## src/logic/wb_pkg.sv

```systemverilog
package wb_pkg;

    // ******************************
    // cache line geometry.
    // ******************************
    localparam int line_bytes  = 16;
    localparam int line_beats  = line_bytes / 4;   // 32-bit beats per line.
    localparam int beat_w      = $clog2(line_beats);

    // eviction beats are always full words.
    localparam logic [2:0] beat_size = 3'b010;

    // ******************************
    // write request queue.
    // ******************************
    localparam int queue_depth = 4;                // power of two.
    localparam int queue_ptr_w = $clog2(queue_depth);

    // ******************************
    // request and bus payloads.
    // ******************************

    // one write request from the cache.
    typedef struct packed {
        logic                      uncached;
        logic [31:0]               addr;     // line aligned for evictions.
        logic [2:0]                size;
        logic [3:0]                wstrb;
        logic [31:0]               data;     // store word.
        logic [line_bytes*8-1:0]   line;     // beat 0 in the low word.
    } wr_req_t;

    // write address channel.
    typedef struct packed {
        logic [31:0] addr;
        logic [7:0]  len;
        logic [2:0]  size;
    } axi_aw_t;

    // write data channel.
    typedef struct packed {
        logic [31:0] data;
        logic [3:0]  strb;
        logic        last;
    } axi_w_t;

endpackage

```

## src/logic/axi_write_buffer.sv

```systemverilog
`timescale 1ns/1ps

module axi_write_buffer (
    input  logic             clk,
    input  logic             rst,

    // request queue side.
    input  wb_pkg::wr_req_t  head,
    input  logic             head_valid,
    output logic             pop,
    output logic             idle,

    // axi write channels.
    output wb_pkg::axi_aw_t  aw,
    output logic             awvalid,
    input  logic             awready,
    output wb_pkg::axi_w_t   w,
    output logic             wvalid,
    input  logic             wready,
    input  logic             bvalid,
    output logic             bready
);

    typedef enum logic [1:0] {
        s_idle,
        s_addr,
        s_data,
        s_resp
    } state_t;

    state_t                      state;
    wb_pkg::wr_req_t             req_q;     // request being written out.
    logic [wb_pkg::beat_w-1:0]   beat;
    logic                        last_beat;

    // ******************************
    // handshake outputs.
    // ******************************
    assign idle    = (state == s_idle);
    assign pop     = idle & head_valid;     // take the head whenever free.
    assign awvalid = (state == s_addr);
    assign wvalid  = (state == s_data);
    assign bready  = (state == s_resp);

    // a store is one beat, a line ends on its fourth.
    assign last_beat = req_q.uncached | (beat == (wb_pkg::line_beats - 1));

    // ******************************
    // channel payloads.
    // ******************************
    always_comb begin
        aw.addr = req_q.addr;
        aw.len  = req_q.uncached ? 8'd0 : 8'(wb_pkg::line_beats - 1);
        aw.size = req_q.uncached ? req_q.size : wb_pkg::beat_size;

        if (req_q.uncached) begin
            w.data = req_q.data;
            w.strb = req_q.wstrb;
        end else begin
            w.data = req_q.line[beat*32 +: 32];   // next word of the line.
            w.strb = 4'b1111;
        end
        w.last = last_beat;
    end

    // ******************************
    // transaction FSM.
    // ******************************
    always_ff @(posedge clk) begin
        if (rst) begin
            state <= s_idle;
            beat  <= '0;
        end else begin
            case (state)
                s_idle: begin
                    if (head_valid) begin
                        state <= s_addr;
                    end
                end
                s_addr: begin
                    if (awready) begin
                        state <= s_data;
                        beat  <= '0;
                    end
                end
                s_data: begin
                    if (wready) begin
                        if (last_beat) begin
                            state <= s_resp;
                        end else begin
                            beat <= beat + 1'b1;
                        end
                    end
                end
                s_resp: begin
                    if (bvalid) begin
                        state <= s_idle;    // bresp is not looked at.
                    end
                end
                default: begin
                    state <= s_idle;
                end
            endcase
        end
    end

    // capture the request as it leaves the queue.
    always_ff @(posedge clk) begin
        if (pop) begin
            req_q <= head;
        end
    end

    // ******************************
    // checks.
    // ******************************

    // address stays put until the slave takes it.
    assert property (@(posedge clk) disable iff (rst)
        awvalid && !awready |=> awvalid && $stable(aw))
        else $error("aw channel changed before awready");

    // data never leads the address.
    assert property (@(posedge clk) disable iff (rst)
        $rose(wvalid) |-> $past(awvalid && awready))
        else $error("wvalid raised without an address handshake");

    // last closes the burst and nothing follows it.
    assert property (@(posedge clk) disable iff (rst)
        wvalid && wready && w.last |=> !wvalid && bready)
        else $error("beat after wlast");

    // wlast lands on the beat that the burst length on aw promised.
    assert property (@(posedge clk) disable iff (rst)
        wvalid |-> w.last == (8'(beat) == aw.len))
        else $error("wlast does not match the burst length");

endmodule

```

## src/logic/write_path_top.sv

```systemverilog
`timescale 1ns/1ps

module write_path_top (
    input  logic             clk,
    input  logic             rst,

    // cache side.
    input  wb_pkg::wr_req_t  req,
    input  logic             req_valid,
    output logic             req_ready,
    output logic             empty,

    // axi write channels.
    output wb_pkg::axi_aw_t  aw,
    output logic             awvalid,
    input  logic             awready,
    output wb_pkg::axi_w_t   w,
    output logic             wvalid,
    input  logic             wready,
    input  logic             bvalid,
    output logic             bready
);

    logic             push;
    logic             full;
    logic             pop;
    logic             idle;
    logic             head_valid;
    wb_pkg::wr_req_t  head;

    assign req_ready = ~full;
    assign push      = req_valid & req_ready;   // cache handshake.

    // all writes have left once nothing waits and the bus is quiet.
    assign empty = ~head_valid & idle;

    // ******************************
    // request queue.
    // ******************************
    write_req_queue u_queue (
        .clk        (clk),
        .rst        (rst),
        .push       (push),
        .push_req   (req),
        .pop        (pop),
        .full       (full),
        .head       (head),
        .head_valid (head_valid)
    );

    // ******************************
    // axi write buffer.
    // ******************************
    axi_write_buffer u_buffer (
        .clk        (clk),
        .rst        (rst),
        .head       (head),
        .head_valid (head_valid),
        .pop        (pop),
        .idle       (idle),
        .aw         (aw),
        .awvalid    (awvalid),
        .awready    (awready),
        .w          (w),
        .wvalid     (wvalid),
        .wready     (wready),
        .bvalid     (bvalid),
        .bready     (bready)
    );

endmodule

```

## src/logic/write_req_queue.sv

```systemverilog
`timescale 1ns/1ps

module write_req_queue (
    input  logic             clk,
    input  logic             rst,

    input  logic             push,
    input  wb_pkg::wr_req_t  push_req,
    input  logic             pop,

    output logic             full,
    output wb_pkg::wr_req_t  head,
    output logic             head_valid
);

    // request storage, no reset needed on the payload.
    wb_pkg::wr_req_t                 mem [wb_pkg::queue_depth];

    logic [wb_pkg::queue_ptr_w-1:0]  wr_ptr;
    logic [wb_pkg::queue_ptr_w-1:0]  rd_ptr;
    logic [wb_pkg::queue_ptr_w:0]    count;

    // ******************************
    // status and head.
    // ******************************
    assign full       = (count == wb_pkg::queue_depth);
    assign head_valid = (count != '0);
    assign head       = mem[rd_ptr];    // oldest entry.

    // ******************************
    // pointers and occupancy.
    // ******************************
    always_ff @(posedge clk) begin
        if (rst) begin
            wr_ptr <= '0;
            rd_ptr <= '0;
            count  <= '0;
        end else begin
            if (push) begin
                wr_ptr <= wr_ptr + 1'b1;    // wraps at depth.
            end
            if (pop) begin
                rd_ptr <= rd_ptr + 1'b1;
            end
            case ({push, pop})
                2'b10: begin
                    count <= count + 1'b1;
                end
                2'b01: begin
                    count <= count - 1'b1;
                end
                default: begin
                    count <= count;         // idle, or push and pop together.
                end
            endcase
        end
    end

    always_ff @(posedge clk) begin
        if (push) begin
            mem[wr_ptr] <= push_req;
        end
    end

    // ******************************
    // checks.
    // ******************************

    // the top must hold the cache off while full.
    assert property (@(posedge clk) disable iff (rst)
        push |-> !full)
        else $error("push into a full write queue");

    // the write buffer must only pop a valid head.
    assert property (@(posedge clk) disable iff (rst)
        pop |-> head_valid)
        else $error("pop from an empty write queue");

endmodule

```

## config.mk

```make
export PLATFORM = sky130hd
export DESIGN_NAME = write_path_top
export DESIGN_NICKNAME = d
export VERILOG_FILES = /design/src/logic/wb_pkg.sv /design/src/logic/axi_write_buffer.sv /design/src/logic/write_path_top.sv /design/src/logic/write_req_queue.sv
export SDC_FILE = /design/constraint.sdc
export NUM_CORES = 1
export LEC_CHECK = 0
export ABC_AREA = 1
export BUFFER_PORTS_ARGS = -buffer_cell sky130_fd_sc_hd__buf_2
export CAP_MARGIN = 20
export CORE_ASPECT_RATIO = 0.75
export CORE_UTILIZATION = 45
export CTS_CLUSTER_DIAMETER = 40
export DETAILED_ROUTE_END_ITERATION = 10
export PLACE_DENSITY = 0.63
export SLEW_MARGIN = 40
export SYNTH_ARGS = -nofsm -noshare
export SYNTH_HDL_FRONTEND = slang
export SYNTH_SLANG_ARGS = --single-unit
```

## constraint.sdc

```tcl
create_clock -name clk -period 26.4 [get_ports clk]
set_input_delay 2.64 -clock clk [delete_from_list [all_inputs] [get_ports clk]]
set_output_delay 2.64 -clock clk [all_outputs]
set_load 0.005 [all_outputs]
```

==> run metrics, run 1 <==
outcome finished clean; WL met3 9.02 mm; uppermost layer routed met5; CP Data Arrival Time 2890 ps; Yosys cell types 21; top cell type's share of synthesized area 79.5%; Top Ports 291; Min-Delay Path Class reg2reg; Final setup viols 0; mapped cell area 37700 um2; Synth Register Bits 1011; drt first-iter violations 2382; die span in y 253 um; max-cap violation count 0; worst r2r path cells 5; post-route setup slack 20870 ps; CTS tree built; HP Start u_queue.count[2]; Synth area leaders edfxtp_1, o21ai_0, nor2_1; CP Launch Point u_buffer.beat[0]; worst-path maximum fanout 67; Relative slew margins 40.9%; yosys synthesis warning count 0; Critical R2R Launch u_queue.rd_ptr[0]; TritonRoute pass-1 iters 5; grt ovf 0; CTS resizes 0; row cnt 91; ANT nets after route 0; Placeable Area 82700 um2; Critical Path Source Type flip-flop; syn avg cell area 14.7 um2; final slew viol count 0; Area growth syn-to-layout 15.8%; Setup crit end kind output port; P_leak 0.0148 uW; gr usage total 22.5%; Pwr Density 115 nW/um2; Worst Hold Depth 2; fin nets 3019; critical path class reg2out; fraction of layout cells with a size suffix above 1 17.4%; Post-Route M1 WL 40.9 mm; Post-CTS Setup Bufs 0; largest net degree at the start of global routing 194; Placed Instances 3807; Slew @ Worst Pin 886 ps; dpl ws 21170 ps; Routed WL 96.9 mm; number of global-route vias before repair 21.4k; DR WL met2 44.7 mm; port bufs 284; timing-limited maximum frequency 181 MHz; Fin Clk Skew 26.3 ps; die area 85100 um2; Final Wtd Congestion 0.778; most frequent cells in the layout edfxtp_1, nor2_1, o21ai_0, buf_2, o22ai_1; Critical Path RT 23760 ps; Max Root-Sink Buffers 3; Vias/cell 5.55; RSZ-0062 raised after global routing no; clock sink total 1011; Final Hold Fails 0; initial antenna violation count 52; period utilization 20.9%; Die Wd 336 um; routed length per instance 24.1 um; CTS Root Buffer Type clkbuf_16; Placed Area 40000 um2; area leader, netlist edfxtp_1; Clk pin slew, worst setup/hold paths 60 ps; worst vdd ir 0.115 mV; post-layout min period 5530 ps; DR vias 22.3k; sequential share of the synthesized area 80.1%; post-route cell area 43700 um2; hpwl dp 57.2 mm; setup_tns 0 ps; first-pass GRT wire length 140 mm; WHS 518 ps; hold buffers post-CTS 0; worst skew pair latency 690 ps; cell count after synthesis 2576; Non-Filler Instances 4028; TritonCTS Buffers 108; H-tree depth 3; commonest non-fill, non-tap cell in the layout edfxtp_1; DRC 0; Initial Utilization 45.7%
==> layer usage <==
layer | global-route usage (%) | vias up
met2 | 34.1 | 898
met5 | 0 | -
met1 | 31.5 | 11146
li1 | - | 10091
met3 | 6.88 | 167
met4 | 6.66 | 36
==> through the flow <==
stage	power, uW	util (%)
finish	5050	52.9
global route	5270	52.9
CTS	5070	52.8
detailed placement	3560	48.4
global placement	3510	48.1
floorplan	3110	-
==> worst paths after layout <==
path | endpoint | slack, ps
setup / recovery | w[7] | 20870
hold / removal | u_queue.count[2] | 520
setup reg to reg | u_buffer.req_q[84] | 23030
hold reg to reg | u_queue.count[2] | 520
==> cell type report <==
class	instances	area, um2
Clock buffer	127	2810
Fill cell	6704	38900
Sequential cell	1011	30300
Timing Repair Buffer	311	1870
Clock inverter	70	808
Inverter	30	146
Tap cell	1116	1400
Antenna cell	23	57.6
Multi-Input combinational cell	1340	6370
==> registers in the layout, indices dropped and copies added, names as in the netlist <==
| register | flops |
|---|---|
| u_buffer.aw | 32 |
| u_buffer.state | 2 |
| u_queue.rd_ptr | 2 |
| u_queue.count | 3 |
| u_queue.mem | 800 |
| u_queue.wr_ptr | 2 |
| u_buffer.beat | 2 |
| u_buffer.req_q | 168 |
==> synth_stat cells <==
cell	instances
edfxtp_1	1000
nor2_1	578
o21ai_0	470
o22ai_1	200
clkbuf_1	75
buf_4	67
buf_2	37
a31oi_1	32
inv_1	27
nand2_1	23
clkbuf_2	17
dfxtp_1	11
ha_1	10
a21oi_1	9
or2_2	6
buf_1	4
inv_2	3
nand3_1	3
nand4_1	2
conb_1	1
fa_1	1
==> worst max-delay path, stage by stage, from the launching register on <==
cell	delay (ps)
dfxtp_4	900
inv_4	470
o21ai_0	370
a31oi_1	190
buf_2	190
==> cells by family (layout without fill, tap and decap cells) <==
| logic type | Yosys count | in the layout | synth area share [%] |
|---|---|---|---|
| adder cells (fa/ha/maj) | 11 | 11 | 0.384 |
| AND/OR/NAND/NOR | 612 | 612 | 6.15 |
| buffers and inverters | 230 | 538 | 3.13 |
| other | 1 | 29 | 0.00993 |
| AO/OA/AOI/OAI | 711 | 711 | 10.2 |
| flip-flops | 1011 | 1011 | 80.1 |
==> power by group <==
part | switching (uW) | internal (uW)
clock | 630 | 889
sequential | 153 | 2200
combinational | 867 | 312
Power figures use the tool's default switching activity.
==> inputs of run 2 (changes only) <==
- clock period: 26.4 -> 5.45 ns (I/O delays scaled with it)
==> run 2 against run 1 <==
Compared with the run above: die area stayed put; clock skew is 8.5 ps higher; count of clock-buffer cells in the layout is 1 higher; flip-flop and latch count stayed put; clock power grew to 5.3 times the previous value; sequential share of layout area is 0.88 points lower; first-iteration DRC count is 7.7% lower; cell count is 0.62% higher; critical path type unchanged.
==> run metrics, run 2 (synthesis results as in run 1) <==
hold buffers post-CTS 0 (unchanged); most frequent cells in the layout edfxtp_1, nor2_1, o21ai_0, buf_2, o22ai_1 (unchanged); commonest non-fill, non-tap cell in the layout edfxtp_1 (unchanged); die span in y 253 um (unchanged); Reg area 30300 um2 (unchanged); first-pass GRT wire length 139 mm (was 140 mm); max reg flops 800 (unchanged); Die Wd 336 um (unchanged); Clk pin slew, worst setup/hold paths 70 ps (was 60 ps); worst skew pair latency 700 ps (was 690 ps); Top Ports 291 (unchanged); critical path class reg2out (unchanged); max-cap violation count 0 (unchanged); initial antenna violation count 49 (was 52); DRC 0 (unchanged); TritonRoute pass-1 iters 7 (was 5); Fin Clk Skew 34.7 ps (was 26.3 ps); Final Hold Fails 0 (unchanged); CP Data Arrival Time 3300 ps (was 2890 ps); fin nets 3040 (was 3019); Post-CTS Setup Bufs 0 (unchanged); Non-Filler Instances 4053 (was 4028); RSZ-0062 raised after global routing no (unchanged); CP max-delay cell o21ai_0 (was dfxtp_4); WP buf/inv 3 (was 2); fraction of layout cells with a size suffix above 1 18.5% (was 17.4%); Worst Hold Depth 1 (was 2); worst vdd ir 0.558 mV (was 0.115 mV); Setup crit end kind output port (unchanged); row cnt 91 (unchanged); critical path's top delay family compound AO/OA/AOI/OAI gates (was flip-flops); period utilization 70.6%; worst r2r path cells 5 (unchanged); final slew viol count 0 (unchanged); Vias/cell 5.55 (about the same); Critical Path Source Type flip-flop (unchanged); largest net degree at the start of global routing 143 (was 194); Relative slew margins 39.1% (was 40.9%); post-route setup slack 1600 ps (was 20870 ps); drt first-iter violations 2198 (was 2382); post-layout min period 3850 ps; number of global-route vias before repair 21.5k (was 21.4k); Crit path largest cell delay 740 ps (was 900 ps); Initial Utilization 45.7% (unchanged); CP Cell Sequence inv_2 > buf_4 > o21ai_0 > a31oi_1 > buf_2 (was inv_4 > o21ai_0 > a31oi_1 > buf_2); DR vias 22.5k (was 22.3k); number of cells on the critical path 5 (was 4); CTS tree built (unchanged); Area growth syn-to-layout 17.3% (was 15.8%); P_leak 0.0151 uW (was 0.0148 uW); Placed Instances 3819 (was 3807); Placeable Area 82700 um2 (unchanged); Critical Path RT 4910 ps (was 23760 ps); port bufs 284 (unchanged); ANT nets after route 0 (unchanged); Final Wtd Congestion 0.775 (was 0.778); hpwl dp 55.9 mm (was 57.2 mm); die area 85100 um2 (unchanged); worst-path maximum fanout 47 (was 67); dpl ws 2340 ps (was 21170 ps); CTS Root Buffer Type clkbuf_16 (unchanged); largest reg by FF count u_queue.mem (unchanged); multi-input logic area 6370 um2 (unchanged); clock sink total 1011 (unchanged); gr usage total 22.2% (was 22.5%); Slew @ Worst Pin 904 ps (was 886 ps); outcome finished clean (unchanged); Fillers 6702 (was 6704); Final setup viols 0 (unchanged); timing-limited maximum frequency 260 MHz; Routed WL 95.9 mm (was 96.9 mm); TritonCTS Buffers 116 (was 108); grt ovf 0 (unchanged); Max Root-Sink Buffers 3 (unchanged); Pwr Density 567 nW/um2 (was 115 nW/um2); CTS resizes 0 (unchanged); H-tree depth 3 (unchanged); routed length per instance 23.7 um (was 24.1 um); Min-Delay Path Class in2reg (was reg2reg)
[run 2: cell count changes in the layout (fill, tap and decap cells not counted), moves of 5 or more]
cell and change:
clkbuf_16 +10, bufinv_16 +5, diode_2 -8, clkbuf_1 -5
buf_4 +12, clkinvlp_4 +6, buf_6 -5
[run 2: area by class of cell]
class | instances | area share [%]
sequential | 1011 | 68.3
timing repair buffer | 324 | 4.54
tap | 1116 | 3.15
multi-input combinational | 1340 | 14.4
antenna | 15 | 0.0848
inverter | 30 | 0.322
clock inverter | 89 | 2.44
clock buffer | 128 | 6.75
[run 2: metal layers]
metal	wire length (um)	up-vias	GRT usage, %
met3	9820	183	7.70
met2	44100	940	33.5
met1	39900	11177	30.9
met5	322	-	0
li1	-	10141	-
met4	1800	50	5.23
[run 2: power breakdown]
part	switching, uW	leakage (uW)	internal [uW]	total (uW)
clock	3240	0.00196	4830	8070
combinational	4180	0.00380	1560	5740
sequential	675	0.00930	10600	11300
[run 2: final timing paths]
check | startpoint | endpoint | slack (ps)
worst max-delay path | u_buffer.beat[0] | w[16] | 1600
worst min-delay path | req[142] | u_queue.mem[0][142] | 60
worst max register to register | u_buffer.state[1] | u_buffer.req_q[161] | 2600
worst min register to register | u_queue.count[2] | u_queue.count[2] | 520
[run 2: per-stage QoR]
stage	power (uW)	hold WS (ps)	utilization (%)	area [um2]	setup TNS, ps
floorplan	14700	479	-	37800	-783960
global placement	16900	497	48.3	39900	0
finish	25100	59.7	53.6	44300	0
detailed placement	17200	514	48.5	40100	0
CTS	25200	17.4	53.5	44200	0
global route	26200	30.2	53.5	44300	0
[run 2: worst register-to-register path: stages (launching register included)]
cell     delay, ps
dfxtp_1        330
inv_1          120
ha_1           220
nand2_1        240
inv_12         470
buf_4         1030
